**config.mk**
```make
export PLATFORM = sky130hd
export DESIGN_NAME = fpx_top
export DESIGN_NICKNAME = d
export VERILOG_FILES = /design/src/design/fpx_arith_pkg.sv /design/src/design/fpx_bus_pkg.sv /design/src/design/fpx_apb_regs.sv /design/src/design/fpx_exp_alu.sv /design/src/design/fpx_flag_unit.sv /design/src/design/fpx_top.sv
export VERILOG_INCLUDE_DIRS = /design/src /design/src/design
export SDC_FILE = /design/constraint.sdc
export NUM_CORES = 1
export LEC_CHECK = 0
export ABC_AREA = 1
export ABC_CLOCK_PERIOD_IN_PS = 4900
export BUFFER_PORTS_ARGS = -buffer_cell sky130_fd_sc_hd__buf_2
export CAP_MARGIN = 25
export CORE_ASPECT_RATIO = 0.5
export CORE_MARGIN = 2
export CORE_UTILIZATION = 35
export DETAILED_ROUTE_END_ITERATION = 6
export HOLD_SLACK_MARGIN = 0.02
export PLACE_DENSITY = 0.55
export REMOVE_ABC_BUFFERS = 1
export SLEW_MARGIN = 20
export SYNTH_ARGS = -nofsm -noshare
export SYNTH_HDL_FRONTEND = slang
export SYNTH_HIERARCHICAL = 1
export SYNTH_SLANG_ARGS = --single-unit
```
**constraint.sdc**
```tcl
create_clock -name _0_f -period 4.9 [get_ports _0_f]
set_input_delay 0.98 -clock _0_f [delete_from_list [all_inputs] [get_ports _0_f]]
set_output_delay 0.98 -clock _0_f [all_outputs]
set_load 0.05 [all_outputs]
```
**src/design/fpx_consts.svh**
```systemverilog
`ifndef FPX_CONSTS_SVH
`define FPX_CONSTS_SVH

// exponent datapath widths
`define FPX_EXP_W    8
`define FPX_EXT_W    10
`define FPX_SHIFT_W  6

// mantissa length, also the alignment limit
`define FPX_MANT_W   40

// APB register map
`define FPX_ADDR_W   4
`define FPX_REG_OPND 4'h0
`define FPX_REG_CMD  4'h4
`define FPX_REG_RES  4'h8
`define FPX_REG_STAT 4'hC

`endif

```
**src/design/fpx_arith_pkg.sv**
```systemverilog
`default_nettype none

`include "fpx_consts.svh"

package fpx_arith_pkg;

	// floating operations, coded as the ir[7:9] decoder outputs
	// codes 0..3 are the fixed-point group, not handled here
	typedef enum logic [2:0] {
		AF = 3'd4,
		SF = 3'd5,
		MF = 3'd6,
		DF = 3'd7
	} fp_op_t;

	typedef logic signed [`FPX_EXP_W-1:0] fp_exp_t;
	typedef logic [`FPX_SHIFT_W-1:0]      fp_shift_t;

	// ------------------------------------------------------------------
	// transfer records between the three parts
	// ------------------------------------------------------------------

	typedef struct packed {
		fp_op_t  op;
		fp_exp_t ea;
		fp_exp_t eb;
	} fp_cmd_t;

	typedef struct packed {
		fp_exp_t   exp;
		fp_shift_t shift;
		logic      g;    // difference at least 40
		logic      wdt;  // A is the smaller operand
		logic      ovf;
		logic      unf;
	} fp_res_t;

	// status register, bit 5 down to bit 0
	typedef struct packed {
		logic busy;
		logic done;
		logic g;
		logic wdt;
		logic ovf;
		logic unf;
	} fp_status_t;

endpackage

`default_nettype wire

```
**src/design/fpx_bus_pkg.sv**
```systemverilog
`default_nettype none

`include "fpx_consts.svh"

package fpx_bus_pkg;

	// ------------------------------------------------------------------
	// APB slave side
	// ------------------------------------------------------------------

	// host request, one access phase
	typedef struct packed {
		logic [`FPX_ADDR_W-1:0] paddr;
		logic                   psel;
		logic                   penable;
		logic                   pwrite;
		logic [31:0]            pwdata;
	} apb_req_t;

	// slave response
	// pready and pslverr come from the input side, prdata from the output side
	typedef struct packed {
		logic [31:0] prdata;
		logic        pready;
		logic        pslverr;
	} apb_rsp_t;

endpackage

`default_nettype wire

```
**src/design/fpx_apb_regs.sv**
```systemverilog
`default_nettype none
`timescale 1ns/1ps

`include "fpx_consts.svh"

module fpx_apb_regs (
	input  logic                   _0_f,
	input  logic                   wc_s,
	input  fpx_bus_pkg::apb_req_t  req,
	output logic                   pready,
	output logic                   pslverr,
	input  logic                   busy,
	output fpx_arith_pkg::fp_cmd_t cmd,
	output logic                   start,
	output logic                   stat_clr
);

	logic wr_acc;
	logic opnd_wr;
	logic cmd_wr;
	logic stat_wr;

	// ------------------------------------------------------------------
	// write decode
	// ------------------------------------------------------------------

	// accepted write, access phase only
	assign wr_acc  = req.psel & req.penable & req.pwrite;
	assign opnd_wr = wr_acc & (req.paddr == `FPX_REG_OPND);
	assign cmd_wr  = wr_acc & (req.paddr == `FPX_REG_CMD);
	assign stat_wr = wr_acc & (req.paddr == `FPX_REG_STAT);

	// zero wait states
	assign pready = 1'b1;

	// one operation at a time, a second command bounces
	assign pslverr = cmd_wr & busy;

	// ------------------------------------------------------------------
	// start and clear pulses
	// ------------------------------------------------------------------

	always_ff @(posedge _0_f or posedge wc_s) begin
		if (wc_s) begin
			start    <= 1'b0;
			stat_clr <= 1'b0;
		end else begin
			start    <= cmd_wr & ~busy;
			stat_clr <= stat_wr;
		end
	end

	// operand and opcode holding registers
	always_ff @(posedge _0_f) begin
		if (opnd_wr) begin
			cmd.ea <= req.pwdata[`FPX_EXP_W-1:0];
			cmd.eb <= req.pwdata[2*`FPX_EXP_W-1:`FPX_EXP_W];
		end
		if (cmd_wr && !busy) begin
			cmd.op <= fpx_arith_pkg::fp_op_t'(req.pwdata[2:0]);
		end
	end

endmodule

`default_nettype wire

```
**src/design/fpx_exp_alu.sv**
```systemverilog
`default_nettype none
`timescale 1ns/1ps

`include "fpx_consts.svh"

module fpx_exp_alu (
	input  logic                   _0_f,
	input  logic                   wc_s,
	input  fpx_arith_pkg::fp_cmd_t cmd,
	input  logic                   start,
	output fpx_arith_pkg::fp_res_t res,
	output logic                   busy,
	output logic                   finish,
	output logic                   shift_step
);

	logic                     align_op;
	logic                     sub;
	logic [`FPX_EXT_W-1:0]    a_ext;
	logic [`FPX_EXT_W-1:0]    b_ext;
	logic [`FPX_EXT_W-1:0]    b_bus;
	logic [`FPX_EXT_W-1:0]    sum;
	logic [`FPX_EXT_W-1:0]    mag;
	logic                     ge_40;
	fpx_arith_pkg::fp_res_t   res_d;
	fpx_arith_pkg::fp_shift_t cnt;

	// AF and SF go through alignment, MF and DF through range check
	assign align_op = (cmd.op != fpx_arith_pkg::MF) && (cmd.op != fpx_arith_pkg::DF);
	assign sub      = (cmd.op != fpx_arith_pkg::MF);

	// ------------------------------------------------------------------
	// extended exponent adder, two extra sign positions
	// ------------------------------------------------------------------

	assign a_ext = {{(`FPX_EXT_W-`FPX_EXP_W){cmd.ea[`FPX_EXP_W-1]}}, cmd.ea};
	assign b_ext = {{(`FPX_EXT_W-`FPX_EXP_W){cmd.eb[`FPX_EXP_W-1]}}, cmd.eb};

	// B bus inverted for subtract, carry-in completes the two's complement
	assign b_bus = sub ? ~b_ext : b_ext;
	assign sum   = a_ext + b_bus + `FPX_EXT_W'(sub);

	// magnitude of the difference
	assign mag   = sum[`FPX_EXT_W-1] ? (~sum + 1'b1) : sum;
	assign ge_40 = (mag >= `FPX_MANT_W);

	always_comb begin
		res_d     = '0;
		res_d.exp = sum[`FPX_EXP_W-1:0];
		if (align_op) begin
			res_d.wdt   = sum[`FPX_EXT_W-1];
			res_d.g     = ge_40;
			// larger exponent survives
			res_d.exp   = sum[`FPX_EXT_W-1] ? cmd.eb : cmd.ea;
			res_d.shift = ge_40 ? '0 : mag[`FPX_SHIFT_W-1:0];
		end else begin
			// bits above the 8-bit range must all equal the sign
			res_d.ovf = ~sum[`FPX_EXT_W-1] & (sum[`FPX_EXT_W-2:`FPX_EXP_W-1] != 2'b00);
			res_d.unf = sum[`FPX_EXT_W-1] & (sum[`FPX_EXT_W-2:`FPX_EXP_W-1] != 2'b11);
		end
	end

	// ------------------------------------------------------------------
	// alignment counter
	// ------------------------------------------------------------------

	always_ff @(posedge _0_f or posedge wc_s) begin
		if (wc_s) begin
			busy <= 1'b0;
			cnt  <= '0;
		end else if (start) begin
			busy <= 1'b1;
			cnt  <= res_d.shift;
		end else if (busy) begin
			if (cnt != '0)
				cnt <= cnt - 1'b1;
			else
				busy <= 1'b0;
		end
	end

	always_ff @(posedge _0_f) begin
		if (start)
			res <= res_d;
	end

	// one step per remaining position, then a single finish cycle
	assign shift_step = busy & (cnt != '0);
	assign finish     = busy & (cnt == '0);

endmodule

`default_nettype wire

```
**src/design/fpx_flag_unit.sv**
```systemverilog
`default_nettype none
`timescale 1ns/1ps

`include "fpx_consts.svh"

module fpx_flag_unit (
	input  logic                   _0_f,
	input  logic                   wc_s,
	input  fpx_arith_pkg::fp_res_t res,
	input  logic                   finish,
	input  logic                   busy,
	input  logic                   stat_clr,
	input  logic [`FPX_ADDR_W-1:0] paddr,
	output logic [31:0]            prdata,
	output logic                   irq
);

	logic                      done;
	logic                      busy_q;
	fpx_arith_pkg::fp_res_t    held;
	fpx_arith_pkg::fp_status_t stat;

	// ------------------------------------------------------------------
	// result capture and done flag
	// ------------------------------------------------------------------

	always_ff @(posedge _0_f or posedge wc_s) begin
		if (wc_s) begin
			done   <= 1'b0;
			busy_q <= 1'b0;
			held   <= '0;
		end else begin
			busy_q <= busy;
			if (finish) begin
				done <= 1'b1;
				held <= res;
			end else if (stat_clr || (busy && !busy_q)) begin
				// host acknowledge, or a new operation under way
				done <= 1'b0;
			end
		end
	end

	assign irq = done;

	always_comb begin
		stat.busy = busy;
		stat.done = done;
		stat.g    = held.g;
		stat.wdt  = held.wdt;
		stat.ovf  = held.ovf;
		stat.unf  = held.unf;
	end

	// read mux, combinational in the access phase
	always_comb begin
		case (paddr)
			`FPX_REG_RES:  prdata = {{(32-`FPX_SHIFT_W-`FPX_EXP_W){1'b0}}, held.shift, held.exp};
			`FPX_REG_STAT: prdata = {{(32-$bits(stat)){1'b0}}, stat};
			default:       prdata = '0;
		endcase
	end

endmodule

`default_nettype wire

```
**src/design/fpx_top.sv**
```systemverilog
`default_nettype none
`timescale 1ns/1ps

module fpx_top (
	input  logic                  _0_f,
	input  logic                  wc_s,
	input  fpx_bus_pkg::apb_req_t req,
	output fpx_bus_pkg::apb_rsp_t rsp,
	output logic                  irq,
	output logic                  shift_step
);

	fpx_arith_pkg::fp_cmd_t cmd;
	fpx_arith_pkg::fp_res_t res;
	logic                   start;
	logic                   finish;
	logic                   busy;
	logic                   stat_clr;
	logic                   pready;
	logic                   pslverr;
	logic [31:0]            prdata;

	// response assembled from both register sides
	assign rsp = '{prdata: prdata, pready: pready, pslverr: pslverr};

	fpx_apb_regs u_regs (
		._0_f     (_0_f),
		.wc_s     (wc_s),
		.req      (req),
		.pready   (pready),
		.pslverr  (pslverr),
		.busy     (busy),
		.cmd      (cmd),
		.start    (start),
		.stat_clr (stat_clr)
	);

	fpx_exp_alu u_alu (
		._0_f       (_0_f),
		.wc_s       (wc_s),
		.cmd        (cmd),
		.start      (start),
		.res        (res),
		.busy       (busy),
		.finish     (finish),
		.shift_step (shift_step)
	);

	fpx_flag_unit u_flags (
		._0_f     (_0_f),
		.wc_s     (wc_s),
		.res      (res),
		.finish   (finish),
		.busy     (busy),
		.stat_clr (stat_clr),
		.paddr    (req.paddr),
		.prdata   (prdata),
		.irq      (irq)
	);

endmodule

`default_nettype wire

```
After elaboration in Yosys (flattened, before gate mapping)
Cells that the tools add are included.
{"block": "word_totals", "output_inout_bits": 36, "wordCells": 75, "reg_bits": 66}
{"block": "op_classes", "addsub": 4, "n_eq_ne": 6, "reduce_logical": 14, "mux": 14, "n_bitwise": 15, "magnitude_cmp": 1}
{"operator": "14-bit case mux with 2 select lines", "count": 1}
{"operator": "6-bit two-way mux", "count": 4}
{"operator": "10-bit two-way mux", "count": 2}
{"operator": "10-bit NOT", "count": 2}
{"operator": "16-bit two-way mux", "count": 1}
{"operator": "1-bit AND", "count": 11}
{"operator": "10-bit by 1-bit adder with 10-bit output", "count": 1}
{"operator": "10-bit by 1-bit adder with 10-bit output (second input constant)", "count": 1}
{"operator": "10-bit adder", "count": 1}
{"operator": "10-bit by 6-bit greater-or-equal comparator with 1-bit output (second input constant)", "count": 1}
{"operator": "4-bit == test (second input constant)", "count": 2}
{"operator": "8-bit two-way mux", "count": 1}
{"operator": "2-bit nonzero test", "count": 4}
{"operator": "6-bit zero test", "count": 1}
{"operator": "3-bit inequality test (second input constant)", "count": 2}
{"operator": "6-bit nonzero test", "count": 1}
{"operator": "6-bit by 1-bit subtractor with 6-bit output (second input constant)", "count": 1}
{"operator": "1-bit two-way mux", "count": 5}
{"operator": "4-bit by 3-bit == test with 1-bit output (second input constant)", "count": 1}
{"operator": "4-bit zero test", "count": 1}
{"operator": "1-bit logical AND", "count": 3}
{"operator": "1-bit zero test", "count": 2}
{"operator": "2-bit inequality test (second input constant)", "count": 1}
{"operator": "1-bit NOT", "count": 2}
{"operator": "2 further kinds", "count": 2}

Depth between registers and ports, before layout
{"block": "logic_depth", "ltp_word": 11, "ltp_mapped": 21}

Cells and area by module
The synthesis kept the hierarchy.
{"module": "fpx_exp_alu", "instances": 1, "cells_per_inst": 271, "area_per_inst_um2": 2138.3}
{"module": "fpx_flag_unit", "instances": 1, "cells_per_inst": 136, "area_per_inst_um2": 1101.1}
{"module": "fpx_apb_regs", "instances": 1, "cells_per_inst": 40, "area_per_inst_um2": 705.7}
{"module": "fpx_top", "instances": 1, "cells_per_inst": 2, "area_per_inst_um2": 15.0}

Worst setup path after synthesis
Ideal clock, no wire load.
{"block": "synth_timing", "kind": "input to output", "startpoint": "in req[38] (netlist bit)", "endpoint": "out rsp[10] (netlist bit)", "n_path_buf": 0, "arrival_ps": 1724, "path_stages": 4, "required_time_ps": 3920, "setup_slack_ps": 2196, "cell_sequence": "inv_1 nor2_4 nand2_4 nor2_2"}
{"element": "start, declared", "line": "fpx_top.sv:7", "text": "input fpx_bus_pkg::apb_req_t req,"}
{"element": "end, declared", "line": "fpx_top.sv:8", "text": "output fpx_bus_pkg::apb_rsp_t rsp,"}

==> impl.org <==
** Synth
- Flip-flop and latch count after synthesis :: 66
- Primary flip-flop cell chosen by synthesis mapping :: edfxtp_1
- Async set-reset flop share out of synthesis :: 43.9%
- Cells after synthesis :: 449
- Cell Area, Synth :: 3960 µm²
- In the post-synthesis netlist, the biggest area contributors are edfxtp_1, dfrtp_1, nand2_1.
- During synthesis, Yosys emitted a total of 6 warnings.
- Commonest cells post-synth :: nand2_1, inv_1, edfxtp_1, nand3_1, nor2_1
- Portion of synthesized cell area occupied by the leading cell type :: 28.1%
- The largest total area in the synthesized netlist belongs to edfxtp_1.
- Counting flops with a built-in enable in the synthesized netlist gives 37.
- Sequential fraction of the synthesis area :: 46.4%
- A synthesized cell averages 8.82 µm².
- Number of distinct library cells after synthesis :: 44
- Leading cell type by number of instances after synthesis :: nand2_1

** Clock tree
- Cts bufs inserted :: 9
- In this run the number of H-tree levels came out at 3.
- After clock tree synthesis, the clock-pin slew on the worst setup and hold paths is 0.06 ns.
- Buffers added to address setup during post-CTS repair amount to 0.
- Clk Latency, worst-skew pair :: 0.34 ns
- Cell at the root of the clock tree :: clkbuf_16
- No sink is reached through more buffers than the 2 on the longest clock path.
- Number of clock sinks seen by CTS :: 66
- Resize count post-CTS :: 0
- Hold-fix buffers at CTS :: 0
- TritonCTS built the clock tree.

** Drt
- Initial DRT Pass Iterations :: 5
- DRC violations left :: 0
- DRT antenna net count :: 0
- 1st-iter DRT viols :: 161
- Wirelength, routed :: 7820 µm
- Via-per-instance ratio :: 4.43
- The routed layout has 2843 vias.
- After detailed routing, the average wire length per cell comes to 12.2 µm.

** Min path
- HP Class :: reg2reg

** Finish
- The filler cells instantiated in the layout total 1141.
- Combined area of the multi-input logic cells :: 1700 µm²
- The finished cells cover 4480 µm².
- Fraction of layout instances using a drive strength above 1 :: 23.1%
- Area Overhead vs Synth :: 13.2%
- In the final design database the tool counted 544 nets.
- Summing all flip-flop and latch instances after layout gives 1840 µm².
- The number of antenna diodes in the final layout is 0.

** Worst setup path
- Of all nets on the critical path, the largest fanout is 9.
- Broken down by cell family, the worst path's largest delay share belongs to simple AND/OR/NAND/NOR gates.
- The number of buffers and inverters on the critical path is 2.
- Among all stages on the critical path, the largest delay is contributed by fa_1.
- Category of the worst setup path launch point :: register
- Delay of the slowest cell on the worst path :: 0.46 ns
- CP Capture Type :: register
- Data arrival time of the critical path :: 3.25 ns
- Required time at the worst-slack endpoint :: 5.01 ns
- The critical path in this run is classified as reg2reg.
- Cell-by-cell trace of the critical path :: nand2_4 -> nor2_8 -> xnor2_1 -> fa_1 -> inv_1 -> ha_1 -> inv_1 -> nor2_1 -> nand3_1 -> nand2_1 -> nand2_1 -> nand2_1 -> nand2_2 -> nand2_4 -> nand2_4 -> nor4_1

** Place
- Worst slack at placement :: 1.81 ns
- The placed instances occupy a cell area of 4210 µm².
- Final Wtd Congestion :: 0.825
- I/O Buffers :: 41
- Detail Placement HPWL :: 6060 µm

** Floorplan
- Core area :: 11000 µm²
- Vertical extent of the die :: 79.2 µm
- Starting Density :: 36.0%
- During I/O placement, the number of pins put on the boundary was 77.
- In this run the core area contains 27 standard-cell rows.
- Measured along the x axis, the die boundary spans 154 µm.
- The floorplan step defined a die boundary enclosing 12200 µm².

** Power
- Dividing total power by cell area gives a power density of 370 nW/µm².
- For this design the static power due to leakage is 2.17 nW.
- VDD IR-drop max :: 0.000179 V

** Timing
- Endpoints failing hold :: 0
- Worst hold slack :: 0.437 ns
- For the pin with the worst max-slew slack, the measured transition is 0.793 ns.
- Max_slew headroom :: 46.9%
- Post-route clock period utilization :: 64.2%
- Setup slack closes at 1.76 ns.
- The worst path in the final design needs a cycle of 3.14 ns, including I/O delays and setup.
- Setup repair after global routing missed its margin :: no
- Final Max Tran Viols :: 0
- Highest Clock Rate :: 318 MHz
- Setup Total Neg Slack :: 0 ns
- Setup violations remaining at the end of the flow were counted as 0.
- Worst setup skew after layout :: 0.00841 ns

** Global routing
- Global routing used 14.1% of the available tracks.
- The number of global-route vias before repair was 2721.
- The first global-routing pass estimated 13300 µm of wire.
- Entering global routing, the biggest net connects 21 pins.
- Congestion Overflow GR :: 0
- Initial antenna violation count :: 0

** Status
- Run status :: complete, no violations

** Run
- Max-cap violations in this run came to 0.
==> where the power goes <==
part	leakage, nW	total [W]	internal, W	switching [W]
Clock	0.133	0.000598	0.000345	0.000253
Combinational	1.33	0.000327	0.000106	0.000221
Sequential	0.702	0.000733	0.000679	0.0000542
==> layer usage <==
metal	wire length, µm	vias to the layer above	GRT usage (%)
li1	-	1491	-
met1	4170	1271	19.7
met2	3160	77	20.8
met3	427	4	4.20
met4	59	0	5.00
met5	0	-	0
==> placed cells by master (no fill, tap or decap), types with 10 or more instances in the layout <==
cell | synthesis | layout
nor2_2 | 12 | 12
inv_1 | 61 | 61
conb_1 | 2 | 19
edfxtp_1 | 37 | 37
ha_1 | 10 | 10
dfrtp_1 | 29 | 29
buf_2 | 0 | 41
nor2_1 | 34 | 34
nand3_1 | 35 | 35
nand2_1 | 103 | 103
==> layout make-up <==
type	count	area share, %
Clock buffer	9	5.03
Sequential cell	66	41.0
Clock inverter	7	1.12
Timing Repair Buffer	44	5.25
Multi-Input combinational cell	304	37.9
Inverter	67	5.70
Tap cell	145	4.05
==> flip-flops by register name (all words and copies together) (netlist names) <==
register         flops
u_regs/start         1
u_regs/stat_clr      1
u_alu/cnt            6
u_flags/busy_q       1
u_regs/cmd          19
u_flags/irq          1
u_alu/busy           1
u_flags/held        18
u_alu/res           18
==> cells by family after synthesis <==
family	count (synthesis)	share of synthesized area, %
xor gates and xnor gates	11	2.43
buffers and inverters	96	12.4
adders and majority gates	11	3.67
AOI/OAI and AO/OA	36	6.16
and+or+nand+nor	227	28.8
DFF	66	46.4
other	2	0.190
==> tightest hold or removal path, cell delays in order (launching register included) <==
cell and delay (ns):
edfxtp_1 0.31, nand2_1 0.05, nand2_1 0.05
==> metrics by stage <==
| stage | cells | power [W] | util, % |
|---|---|---|---|
| floorplan | 437 | 0.000997 | - |
| global placement | 625 | 0.00106 | 38.1 |
| detailed placement | 626 | 0.00107 | 38.2 |
| CTS | 642 | 0.00168 | 40.7 |
| global route | 642 | 0.00176 | 40.7 |
| finish | 642 | 0.00166 | 40.7 |
==> final timing paths <==
check / startpoint / to / slack (ns) / depth (start not counted)
worst max-delay path: u_regs/cmd[17] / u_alu/res[4] / 1.76 / 16
worst min-delay path: u_alu/res[2] / u_flags/held[2] / 0.44 / 2
worst max register to register: u_regs/cmd[17] / u_alu/res[4] / 1.76 / 16
worst min register to register: u_alu/res[2] / u_flags/held[2] / 0.44 / 2
max in group asynchronous: wc_s / u_flags/irq / 3.63 / 2
min in group asynchronous: wc_s / u_regs/stat_clr / 0.51 / 2
(Power assumes the default switching activity.)
